**src/design/i2c_touch_defines.svh**
```systemverilog
`ifndef I2C_TOUCH_DEFINES_SVH
`define I2C_TOUCH_DEFINES_SVH

// Bus phase timing, one phase per SCL half-step
`define BIT_PHASE_CYCLES 128
`define PHASE_CNT_W      7

// Touch controller
`define TOUCH_SLAVE_ADDR 7'h38

// Coordinate registers, stepped one per transaction
`define FIRST_DATA_ADDR  8'h03
`define LAST_DATA_ADDR   8'h06

`define BYTE_BITS        8

`endif

```
**src/design/i2c_touch_pkg.sv**
```systemverilog
package i2c_touch_pkg;

    `include "i2c_touch_defines.svh"

    typedef logic [`BYTE_BITS-1:0]   i2c_byte_t;    // One byte on the bus
    typedef logic [2:0]              bit_index_t;   // Bit position inside a byte
    typedef logic [`PHASE_CNT_W-1:0] phase_count_t; // Bit timer count

    typedef enum logic {
        TIMER_IDLE,
        TIMER_COUNTING
    } timer_state_t;

    // Each phase is a setup cycle followed by a timed wait
    typedef enum logic [4:0] {
        LINE_IDLE,
        START_SDA_SETUP, START_SDA_WAIT,
        START_SCL_SETUP, START_SCL_WAIT,
        BIT_SDA_SETUP,   BIT_SDA_WAIT,
        BIT_SCLH_SETUP,  BIT_SCLH_WAIT,
        BIT_SCLL_SETUP,  BIT_SCLL_WAIT,
        STOP_SDA_SETUP,  STOP_SDA_WAIT,
        STOP_SCL_SETUP,  STOP_SCL_WAIT,
        STOP_RISE_SETUP, STOP_RISE_WAIT,
        LINE_DONE
    } line_state_t;

    typedef enum logic [2:0] {
        SER_IDLE, SER_START, SER_BITS, SER_STOP, SER_WAIT, SER_DONE
    } ser_state_t;

    typedef enum logic [3:0] {
        SEQ_IDLE, SEQ_START_1, SEQ_ADDR_W, SEQ_DATA_ADDR, SEQ_STOP_1,
        SEQ_START_2, SEQ_ADDR_R, SEQ_STOP_2, SEQ_FINISH
    } seq_state_t;

endpackage

```
**src/design/bit_timer.sv**
```systemverilog
`timescale 1ns/1ps
`include "i2c_touch_defines.svh"

module bit_timer (
    input  logic clk,
    input  logic nRst,
    input  logic phase_start, // Only while idle
    output logic phase_done   // One cycle, BIT_PHASE_CYCLES after phase_start
);
    import i2c_touch_pkg::*;

    localparam phase_count_t LAST_COUNT = phase_count_t'(`BIT_PHASE_CYCLES - 1);

    timer_state_t timer_state;
    timer_state_t timer_state_n;
    phase_count_t phase_count;
    phase_count_t phase_count_n;

    always_ff @(posedge clk, negedge nRst) begin
        if (!nRst) begin
            timer_state <= TIMER_IDLE;
            phase_count <= '0;
        end else begin
            timer_state <= timer_state_n;
            phase_count <= phase_count_n;
        end
    end

    always_comb begin
        timer_state_n = timer_state;
        phase_count_n = phase_count;

        case (timer_state)
            TIMER_IDLE: begin
                phase_count_n = '0;
                if (phase_start) begin
                    timer_state_n = TIMER_COUNTING;
                end
            end
            TIMER_COUNTING: begin
                phase_count_n = phase_count + 1'b1;
                if (phase_count == LAST_COUNT) begin
                    timer_state_n = TIMER_IDLE; // Ready for the next setup cycle
                    phase_count_n = '0;
                end
            end
            default: timer_state_n = TIMER_IDLE;
        endcase
    end

    assign phase_done = (timer_state == TIMER_COUNTING) && (phase_count == LAST_COUNT);

endmodule

```
**src/design/bus_line_driver.sv**
```systemverilog
`timescale 1ns/1ps

module bus_line_driver (
    input  logic clk,
    input  logic nRst,
    input  logic line_start_req,
    input  logic line_bit_req,
    input  logic line_stop_req,
    input  logic bit_value,   // Valid with line_bit_req
    output logic line_credit, // Request finished on the bus
    output logic scl_out,
    output logic sda_out
);
    import i2c_touch_pkg::*;

    line_state_t line_state;
    line_state_t line_state_n;
    logic        scl_n;
    logic        sda_n;
    logic        bit_hold;
    logic        phase_start;
    logic        phase_done;

    bit_timer timer0 (
        .clk         (clk),
        .nRst        (nRst),
        .phase_start (phase_start),
        .phase_done  (phase_done)
    );

    always_ff @(posedge clk, negedge nRst) begin
        if (!nRst) begin
            line_state <= LINE_IDLE;
            scl_out    <= 1'b1; // Bus released
            sda_out    <= 1'b1;
        end else begin
            line_state <= line_state_n;
            scl_out    <= scl_n;
            sda_out    <= sda_n;
        end
    end

    always_ff @(posedge clk) begin
        if (line_bit_req) begin
            bit_hold <= bit_value;
        end
    end

    // Line changes land at the end of each timed phase
    always_comb begin
        line_state_n = line_state;
        scl_n        = scl_out;
        sda_n        = sda_out;
        phase_start  = 1'b0;

        case (line_state)
            LINE_IDLE: begin
                if (line_start_req) begin
                    line_state_n = START_SDA_SETUP;
                end else if (line_bit_req) begin
                    line_state_n = BIT_SDA_SETUP;
                end else if (line_stop_req) begin
                    line_state_n = STOP_SDA_SETUP;
                end
            end

            // Start, SDA falls while SCL is high
            START_SDA_SETUP: begin
                phase_start  = 1'b1;
                line_state_n = START_SDA_WAIT;
            end
            START_SDA_WAIT: begin
                if (phase_done) begin
                    sda_n        = 1'b0;
                    line_state_n = START_SCL_SETUP;
                end
            end
            START_SCL_SETUP: begin
                phase_start  = 1'b1;
                line_state_n = START_SCL_WAIT;
            end
            START_SCL_WAIT: begin
                if (phase_done) begin
                    scl_n        = 1'b0;
                    line_state_n = LINE_DONE;
                end
            end

            // Data bit, SDA only moves while SCL is low
            BIT_SDA_SETUP: begin
                phase_start  = 1'b1;
                line_state_n = BIT_SDA_WAIT;
            end
            BIT_SDA_WAIT: begin
                if (phase_done) begin
                    sda_n        = bit_hold;
                    line_state_n = BIT_SCLH_SETUP;
                end
            end
            BIT_SCLH_SETUP: begin
                phase_start  = 1'b1;
                line_state_n = BIT_SCLH_WAIT;
            end
            BIT_SCLH_WAIT: begin
                if (phase_done) begin
                    scl_n        = 1'b1; // Slave samples here
                    line_state_n = BIT_SCLL_SETUP;
                end
            end
            BIT_SCLL_SETUP: begin
                phase_start  = 1'b1;
                line_state_n = BIT_SCLL_WAIT;
            end
            BIT_SCLL_WAIT: begin
                if (phase_done) begin
                    scl_n        = 1'b0;
                    line_state_n = LINE_DONE;
                end
            end

            // Stop, SDA pulled low first so the final rise is a real edge
            STOP_SDA_SETUP: begin
                phase_start  = 1'b1;
                line_state_n = STOP_SDA_WAIT;
            end
            STOP_SDA_WAIT: begin
                if (phase_done) begin
                    sda_n        = 1'b0;
                    line_state_n = STOP_SCL_SETUP;
                end
            end
            STOP_SCL_SETUP: begin
                phase_start  = 1'b1;
                line_state_n = STOP_SCL_WAIT;
            end
            STOP_SCL_WAIT: begin
                if (phase_done) begin
                    scl_n        = 1'b1;
                    line_state_n = STOP_RISE_SETUP;
                end
            end
            STOP_RISE_SETUP: begin
                phase_start  = 1'b1;
                line_state_n = STOP_RISE_WAIT;
            end
            STOP_RISE_WAIT: begin
                if (phase_done) begin
                    sda_n        = 1'b1;
                    line_state_n = LINE_DONE;
                end
            end

            LINE_DONE: line_state_n = LINE_IDLE;
            default:   line_state_n = LINE_IDLE;
        endcase
    end

    assign line_credit = (line_state == LINE_DONE);

endmodule

```
**src/design/byte_serializer.sv**
```systemverilog
`timescale 1ns/1ps
`include "i2c_touch_defines.svh"

module byte_serializer (
    input  logic                  clk,
    input  logic                  nRst,
    input  logic                  start_req,
    input  logic                  byte_req,
    input  logic                  stop_req,
    input  i2c_touch_pkg::i2c_byte_t tx_byte, // Valid with byte_req
    output logic                  op_credit,
    output logic                  line_start_req,
    output logic                  line_bit_req,
    output logic                  line_stop_req,
    output logic                  bit_value,
    input  logic                  line_credit
);
    import i2c_touch_pkg::*;

    localparam bit_index_t TOP_BIT = bit_index_t'(`BYTE_BITS - 1);

    ser_state_t ser_state;
    ser_state_t ser_state_n;
    bit_index_t bit_idx;
    bit_index_t bit_idx_n;
    i2c_byte_t  tx_hold;
    logic       line_have; // One credit towards the line driver
    logic       line_spend;

    always_ff @(posedge clk, negedge nRst) begin
        if (!nRst) begin
            ser_state <= SER_IDLE;
            bit_idx   <= '0;
            line_have <= 1'b1;
        end else begin
            ser_state <= ser_state_n;
            bit_idx   <= bit_idx_n;
            if (line_credit) begin
                line_have <= 1'b1;
            end else if (line_spend) begin
                line_have <= 1'b0;
            end
        end
    end

    always_ff @(posedge clk) begin
        if (byte_req && (ser_state == SER_IDLE)) begin
            tx_hold <= tx_byte;
        end
    end

    always_comb begin
        ser_state_n    = ser_state;
        bit_idx_n      = bit_idx;
        line_start_req = 1'b0;
        line_bit_req   = 1'b0;
        line_stop_req  = 1'b0;

        case (ser_state)
            SER_IDLE: begin
                if (start_req) begin
                    ser_state_n = SER_START;
                end else if (byte_req) begin
                    bit_idx_n   = TOP_BIT; // MSB first
                    ser_state_n = SER_BITS;
                end else if (stop_req) begin
                    ser_state_n = SER_STOP;
                end
            end
            SER_START: begin
                if (line_have) begin
                    line_start_req = 1'b1;
                    ser_state_n    = SER_WAIT;
                end
            end
            SER_BITS: begin
                if (line_have) begin
                    line_bit_req = 1'b1;
                    if (bit_idx == '0) begin
                        ser_state_n = SER_WAIT;
                    end else begin
                        bit_idx_n = bit_idx - 1'b1;
                    end
                end
            end
            SER_STOP: begin
                if (line_have) begin
                    line_stop_req = 1'b1;
                    ser_state_n   = SER_WAIT;
                end
            end
            SER_WAIT: begin
                if (line_credit) begin // Last line request is off the bus
                    ser_state_n = SER_DONE;
                end
            end
            SER_DONE: ser_state_n = SER_IDLE;
            default:  ser_state_n = SER_IDLE;
        endcase
    end

    assign line_spend = line_start_req | line_bit_req | line_stop_req;
    assign bit_value  = tx_hold[bit_idx];
    assign op_credit  = (ser_state == SER_DONE);

endmodule

```
**src/design/i2c_sequencer.sv**
```systemverilog
`timescale 1ns/1ps
`include "i2c_touch_defines.svh"

module i2c_sequencer (
    input  logic                  clk,
    input  logic                  nRst,
    input  logic                  inter,     // Active low, from the touch controller
    output logic                  start_req,
    output logic                  byte_req,
    output logic                  stop_req,
    output i2c_touch_pkg::i2c_byte_t tx_byte,
    input  logic                  op_credit,
    output logic                  done       // One cycle at the end of a transaction
);
    import i2c_touch_pkg::*;

    localparam i2c_byte_t ADDR_WRITE = {`TOUCH_SLAVE_ADDR, 1'b0}; // 0x70
    localparam i2c_byte_t ADDR_READ  = {`TOUCH_SLAVE_ADDR, 1'b1}; // 0x71
    localparam i2c_byte_t FIRST_ADDR = `FIRST_DATA_ADDR;
    localparam i2c_byte_t LAST_ADDR  = `LAST_DATA_ADDR;

    seq_state_t seq_state;
    seq_state_t seq_state_n;
    logic       inter_meta;
    logic       inter_sync;
    logic       op_have;   // One credit towards the serializer
    logic       op_spend;
    i2c_byte_t  data_addr;
    i2c_byte_t  data_addr_n;

    always_ff @(posedge clk, negedge nRst) begin
        if (!nRst) begin
            inter_meta <= 1'b1;
            inter_sync <= 1'b1;
            seq_state  <= SEQ_IDLE;
            op_have    <= 1'b1;
            data_addr  <= FIRST_ADDR;
        end else begin
            inter_meta <= inter;
            inter_sync <= inter_meta;
            seq_state  <= seq_state_n;
            data_addr  <= data_addr_n;
            if (op_credit) begin
                op_have <= 1'b1;
            end else if (op_spend) begin
                op_have <= 1'b0;
            end
        end
    end

    // Every operation state waits for the credit of the one before it
    always_comb begin
        seq_state_n = seq_state;
        data_addr_n = data_addr;
        start_req   = 1'b0;
        byte_req    = 1'b0;
        stop_req    = 1'b0;
        tx_byte     = '0;
        done        = 1'b0;

        case (seq_state)
            SEQ_IDLE: begin
                if (!inter_sync) begin // Touch pending
                    seq_state_n = SEQ_START_1;
                end
            end
            SEQ_START_1: begin
                if (op_have) begin
                    start_req   = 1'b1;
                    seq_state_n = SEQ_ADDR_W;
                end
            end
            SEQ_ADDR_W: begin
                tx_byte = ADDR_WRITE;
                if (op_have) begin
                    byte_req    = 1'b1;
                    seq_state_n = SEQ_DATA_ADDR;
                end
            end
            SEQ_DATA_ADDR: begin
                tx_byte = data_addr;
                if (op_have) begin
                    byte_req    = 1'b1;
                    seq_state_n = SEQ_STOP_1;
                end
            end
            SEQ_STOP_1: begin
                if (op_have) begin
                    stop_req    = 1'b1;
                    seq_state_n = SEQ_START_2;
                end
            end
            SEQ_START_2: begin
                if (op_have) begin
                    start_req   = 1'b1;
                    seq_state_n = SEQ_ADDR_R;
                end
            end
            SEQ_ADDR_R: begin
                tx_byte = ADDR_READ;
                if (op_have) begin
                    byte_req    = 1'b1;
                    seq_state_n = SEQ_STOP_2;
                end
            end
            SEQ_STOP_2: begin
                if (op_have) begin
                    stop_req    = 1'b1;
                    seq_state_n = SEQ_FINISH;
                end
            end
            SEQ_FINISH: begin
                if (op_credit) begin // Final stop is on the bus
                    done        = 1'b1;
                    data_addr_n = (data_addr == LAST_ADDR) ? FIRST_ADDR : data_addr + 1'b1;
                    seq_state_n = SEQ_IDLE;
                end
            end
            default: seq_state_n = SEQ_IDLE;
        endcase
    end

    assign op_spend = start_req | byte_req | stop_req;

endmodule

```
**src/design/i2c_touch_reader.sv**
```systemverilog
`timescale 1ns/1ps

module i2c_touch_reader (
    input  logic clk,
    input  logic nRst,
    input  logic inter,   // Touch interrupt, active low
    output logic scl_out,
    output logic sda_out,
    output logic done
);
    import i2c_touch_pkg::*;

    // Sequencer to serializer
    logic      start_req;
    logic      byte_req;
    logic      stop_req;
    i2c_byte_t tx_byte;
    logic      op_credit;

    // Serializer to line driver
    logic      line_start_req;
    logic      line_bit_req;
    logic      line_stop_req;
    logic      bit_value;
    logic      line_credit;

    i2c_sequencer seq0 (
        .clk       (clk),
        .nRst      (nRst),
        .inter     (inter),
        .start_req (start_req),
        .byte_req  (byte_req),
        .stop_req  (stop_req),
        .tx_byte   (tx_byte),
        .op_credit (op_credit),
        .done      (done)
    );

    byte_serializer ser0 (
        .clk            (clk),
        .nRst           (nRst),
        .start_req      (start_req),
        .byte_req       (byte_req),
        .stop_req       (stop_req),
        .tx_byte        (tx_byte),
        .op_credit      (op_credit),
        .line_start_req (line_start_req),
        .line_bit_req   (line_bit_req),
        .line_stop_req  (line_stop_req),
        .bit_value      (bit_value),
        .line_credit    (line_credit)
    );

    bus_line_driver drv0 (
        .clk            (clk),
        .nRst           (nRst),
        .line_start_req (line_start_req),
        .line_bit_req   (line_bit_req),
        .line_stop_req  (line_stop_req),
        .bit_value      (bit_value),
        .line_credit    (line_credit),
        .scl_out        (scl_out),
        .sda_out        (sda_out)
    );

endmodule

```
**config.mk**
```make
export PLATFORM = sky130hd
export DESIGN_NAME = i2c_touch_reader
export DESIGN_NICKNAME = d
export VERILOG_FILES = /design/src/design/i2c_touch_pkg.sv /design/src/design/bit_timer.sv /design/src/design/bus_line_driver.sv /design/src/design/byte_serializer.sv /design/src/design/i2c_sequencer.sv /design/src/design/i2c_touch_reader.sv
export VERILOG_INCLUDE_DIRS = /design/src /design/src/design
export SDC_FILE = /design/constraint.sdc
export NUM_CORES = 1
export LEC_CHECK = 0
export BUFFER_PORTS_ARGS = -buffer_cell sky130_fd_sc_hd__clkbuf_2
export CAP_MARGIN = 0
export CORE_MARGIN = 1.5
export CORE_UTILIZATION = 60
export CTS_CLUSTER_DIAMETER = 50
export CTS_CLUSTER_SIZE = 10
export DETAILED_ROUTE_END_ITERATION = 7
export PLACE_DENSITY = 0.77
export SLEW_MARGIN = 0
export SYNTH_ARGS = -nofsm -noshare
export SYNTH_HDL_FRONTEND = slang
export SYNTH_SLANG_ARGS = --single-unit
```
**constraint.sdc**
```tcl
create_clock -name clk -period 3.7 [get_ports clk]
set_input_delay 0.185 -clock clk [delete_from_list [all_inputs] [get_ports clk]]
set_output_delay 0.185 -clock clk [all_outputs]
set_load 0.005 [all_outputs]
```
* After elaboration in Yosys (flattened, before gate mapping) *
Cells that the tools add are included.

cells by class
  order comparisons = 1
  multiplexer cells = 62
  bitwise gates (word level) = 5
  $add $sub $neg = 3
  reductions and logical operators = 27
  eq/ne operators = 60

operators with widths
  cell                                                   count
  case mux 5 bit (15 select lines)                       1
  two-way mux 5 bit                                      9
  inequality test 2 x 1 -> 1 bit, second input constant  21
  == test 5 x 4 -> 1 bit, second input constant          8
  two-way mux 4 bit                                      9
  case mux 4 bit (9 select lines)                        1
  two-way mux 3 bit                                      11
  case mux 8 bit (3 select lines)                        1
  two-way mux 1 bit                                      21
  == test 5 x 3 -> 1 bit, second input constant          4
  == test 4 x 3 -> 1 bit, second input constant          4
  case mux 7 bit (2 select lines)                        1
  case mux 3 bit (4 select lines)                        1
  OR reduction 2 bit                                     6
  == test 5 x 2 -> 1 bit, second input constant          2
  == test 5 bit, second input constant                   2
  inequality test 2 bit, second input constant           5
  AND reduction 5 bit                                    2
  AND reduction 9 bit                                    1
  adder 8 x 1 -> 8 bit, second input constant            1
  == test 4 x 2 -> 1 bit, second input constant          2
  == test 8 x 3 -> 1 bit, second input constant          1
  two-way mux 8 bit                                      1
  inequality test 4 bit, second input constant           2
  other kinds (29)                                       41

word-level totals
  input bits = 3
  bits in registers = 46
  output and inout bits = 3

* Longest topological paths before layout *
  depth after elaboration = 7
  gate-level depth with buffers = 6
  gate-level depth less buffers = 6

* By module *
From an unflattened synthesis, not the netlist that was laid out.

second synthesis, totals
  cells, all modules = 255
  area total of the unflattened synthesis = 2,572.5 sq um

by module, submodules not included
  module           instances  sequential area each (sq um)  cells an instance  area an instance (sq um)
  i2c_sequencer    1          381.6                         92                 867.1
  byte_serializer  1          416.6                         64                 765.7
  bus_line_driver  1          207.7                         65                 596.8
  bit_timer        1          200.2                         34                 342.8

* Least setup slack after synthesis *
OpenSTA, ideal clock, no wires.

  kind = reg2reg
  from = register ser0.ser_state[0]
  to = register ser0.tx_hold[0], enable pin
  path slack = 1.880 ns
  required time = 3.317 ns
  cell stages (with the launch flop) = 4
  data arrival time = 1.436 ns
  setup time = 0.383 ns
  cells stage by stage = dfrtp_1 clkbuf_1 or2_2 nor3_1

on the way
  word-level cells in the longest chain between the ends = 2

ends and longest elaborated chain
  element                 line                   source
  start, declared         byte_serializer.sv:22  ser_state_t ser_state;
  start signal, assigned  byte_serializer.sv:36  ser_state <= ser_state_n;
  logical NOT 3 bit       byte_serializer.sv:47  if (byte_req && (ser_state == SER_IDLE)) begin
  logical AND 1 bit       byte_serializer.sv:47
  end signal, assigned    byte_serializer.sv:48  tx_hold <= tx_byte;
  end, declared           byte_serializer.sv:26  i2c_byte_t tx_hold;

No other way between the ends.
A chain may end at the register's enable or synchronous reset.

* Worst setup path in the final report *
  from = register drv0.line_state[1]
  to = register ser0.ser_state[0]

on the way
  word-level cells in the longest chain between the ends = 3

ends and longest elaborated chain
  element                                   line                    source
  start, declared                           bus_line_driver.sv:16   line_state_t line_state;
  start signal, assigned                    bus_line_driver.sv:37   line_state <= line_state_n;
  == test 5 bit                             bus_line_driver.sv:158  assign line_credit = (line_state == LINE_DONE);
  inequality test 2 x 1 -> 1 bit (no line)  --
  AND reduction 5 bit (no line)             --

No other way between the ends.

==> impl_metrics.csv <==
group,metric,value,unit
clock_tree,clock_latency,0.30,ns
worst_setup_path,cp.depth,4,
floorplanning,die_y,67.4,um
placed_design,placed_area,2520,um2
detailed_routing,dr.pass1.iters,4,
worst_setup_path,crit_end,"ser0.ser_state[0]",
sta,skew,0.00328,ns
worst_setup_path,cp_slowest_cell,"nor3_1",
sta,tns,0,ns
sta,grt_setup_unrepaired,"false",
global_routing,grt_max_degree,38,
logic_synthesis,synth-edff-count,9,
worst_setup_path,cp-start-kind,"register",
cells_and_area,final_common_cell,"dfrtp_1",
worst_setup_path,path_cells,"nor3_1, nand3_1, a311oi_1, mux2_2",
global_routing,grt_pass1_wl,7.40,mm
clock_tree,numCtsBuffers,5,
sta,fin_crit,2.19,ns
placed_design,placedCellCount,293,
worst_setup_path,worstReg2RegEnd,"ser0.ser_state[0]",
sta,fmax,456,MHz
worst_setup_path,path_buf_inv,0,
flow_run,drv_cap,0,
cells_and_area,num_antenna_cells,0,
sta,setup_ws,1.51,ns
worst_setup_path,arrival,2.38,ns
clock_tree,htreeDepth,2,
sta,finalHoldViolCount,0,
clock_tree,cts_root_buffer,"clkbuf_8",
worst_hold_path,hold_path.class,"input pin to asynchronous set/reset pin",
placed_design,io_buffers,5,
placed_design,gp_congestion,0.826,
detailed_routing,wirelength,4.38,mm
sta,tightestPinTransition,0.978,ns
floorplanning,die-area,4540,um2
clock_tree,clockBufferDepth,2,
logic_synthesis,yosys-top-cells-area,"dfrtp_1 29%, edfxtp_1 11%, dfstp_2 8.5%",
logic_synthesis,syn_nets,258,
clock_tree,postCtsHoldBufs,1,
logic_synthesis,synthArstFlopShare,80.4,%
detailed_routing,post-route-drc-count,0,
detailed_routing,wl_per_cell,14.5,um
worst_setup_path,crit_required,3.89,ns
clock_tree,cts_sinks,46,
detailed_routing,via_per_inst,5.99,
logic_synthesis,yosysWarnings,0,
logic_synthesis,synthFlopType,"dfrtp_1",
cells_and_area,finalNonFillerCells,302,
floorplanning,initial_core_util,62.1,%
global_routing,grt-ovfl-total,0,
cells_and_area,fin_nets,259,
global_routing,first_global_vias,1645,
placed_design,hpwl,3.05,mm
logic_synthesis,syn_area_per_cell,9.94,um2
global_routing,grt_usage,21.6,%
placed_design,place_ws,1.58,ns
logic_synthesis,ys_ff_latch,46,
power_and_ir_drop,power.density,315,nW/um2
clock_tree,clkTransAtPathRegs,0.08,ns
logic_synthesis,syn_inst,250,
sta,setup_viol,0,
clock_tree,cts-resized-gates,0,
worst_setup_path,ff2ff_setup_slack,1.51,ns
logic_synthesis,netlist.area_leader.share,29.2,%
worst_setup_path,path_class,"register to register",
worst_setup_path,startpoint,"drv0.line_state[1]",
floorplanning,num_rows,23,
power_and_ir_drop,power,0.825,mW
floorplanning,io_pins,6,
worst_setup_path,crit_family,"simple AND/OR/NAND/NOR gates",
status,run_status,"finished clean",
logic_synthesis,yosys.area.top_type,"dfrtp_1",
power_and_ir_drop,p_leak,1.04,nW
floorplanning,die-width,67.4,um
sta,slew_violations,0,
global_routing,antenna_found_initial,0,
cells_and_area,area_growth,5.39,%
logic_synthesis,yosysSeqAreaShare,48.5,%
clock_tree,cts_tree,"done",
clock_tree,post_cts_buffers,0,
worst_setup_path,critPathMaxFanout,17,
worst_setup_path,rr_startpoint,"drv0.line_state[1]",
worst_setup_path,reg2reg_depth,4,
power_and_ir_drop,max-vdd-ir-drop,0.251,mV
logic_synthesis,synth_cell_type_count,51,
cells_and_area,post-route-cell-area,2620,um2
sta,relSlewSlack,34.3,%
cells_and_area,layout_common_cells,"29 x dfrtp_1, 18 x nand2_1, 17 x a21oi_1",
sta,post-route-period-util,59.2,%
worst_setup_path,endpoint_kind,"register",
worst_setup_path,crit_path_max_incr_delay,0.64,ns
detailed_routing,antenna_left,0,
detailed_routing,drt_iter0_markers,122,
detailed_routing,vias,1810,
logic_synthesis,synth_area,2480,um2
cells_and_area,drive_gt1_share,13.5,%
floorplanning,placeableCoreArea,4000,um2
[worst min-delay path by stage]
stage | start | endpoint | slack (ns)
final | nRst | drv0.timer0.phase_count[0] | 0.008
after global routing | nRst | drv0.timer0.phase_count[0] | 0.09
after CTS | nRst | drv0.timer0.phase_count[2] | 0.05
after detailed placement | inter | seq0.inter_meta | 0.27
after global placement | inter | seq0.inter_meta | 0.28
after floorplan | nRst | drv0.line_state[0] | -0.11
[sequential cells by signal, summed over array words and instances (netlist names), 3 cells and up]
name,count
ser0.tx_hold,8
drv0.line_state,5
seq0.data_addr,8
ser0.bit_idx,3
seq0.seq_state,4
ser0.ser_state,3
drv0.timer0.phase_count,7
[through the flow]
stage / util, % / hold slack [ns]
2_1_floorplan: - / -0.111
3_3_place_gp: 63.1 / 0.278
3_5_place_dp: 63.1 / 0.275
4_1_cts: 65.5 / 0.0460
5_1_grt: 65.5 / 0.0907
6_report: 65.5 / 0.00829
[final cells by class]
| class | count | area, um2 |
|---|---|---|
| Fill cell | 338 | 1380 |
| Clock inverter | 1 | 7.51 |
| Tap cell | 50 | 62.6 |
| Multi-Input combinational cell | 181 | 1190 |
| Timing Repair Buffer | 6 | 35.0 |
| Clock buffer | 7 | 76.3 |
| Sequential cell | 46 | 1210 |
| Inverter | 11 | 41.3 |
[per-layer routing]
layer	part of all wire [%]	track usage, %
met5	0	0
met4	1.8	6.89
met3	3.1	5.00
met2	49	35.1
met1	46	28.7
[cells by family (layout without fill, tap and decap cells)]
| group | count (synthesis) | after routing | share of synthesized area [%] |
|---|---|---|---|
| xor+xnor | 12 | 12 | 4.23 |
| buf+inv | 23 | 25 | 3.58 |
| fa+ha+maj | 5 | 5 | 2.52 |
| compound gates | 51 | 51 | 12.7 |
| flops | 46 | 46 | 48.5 |
| mux | 9 | 9 | 5.09 |
| simple gates | 104 | 104 | 23.3 |
[synth_stat cells (2+ instances only)]
master,count
dfrtp_1,29
nand2_1,18
a21oi_1,17
nor2_1,16
o21ai_0,14
inv_1,11
clkbuf_1,10
and2_1,9
edfxtp_1,9
nand3_1,9
dfstp_2,8
nand2b_1,8
nor3_1,8
nand4_1,7
xnor2_1,7
and3_1,6
ha_1,5
mux2_2,5
xor2_1,5
nand3b_1,4
nor2b_1,4
o31ai_1,4
a211oi_1,2
a311oi_1,2
a31oi_1,2
buf_2,2
mux4_2,2
nor4_1,2
or2_2,2
or3b_2,2
[where the power goes]
part | internal (mW) | total, mW | leakage, nW | switching [mW]
Sequential | 0.517 | 0.517 | 0.544 | 0.000321
Clock | 0.134 | 0.299 | 0.0385 | 0.165
Combinational | 0.00141 | 0.00929 | 0.458 | 0.00788
Total | 0.652 | 0.825 | 1.04 | 0.173
Power figures use the tool's default switching activity.
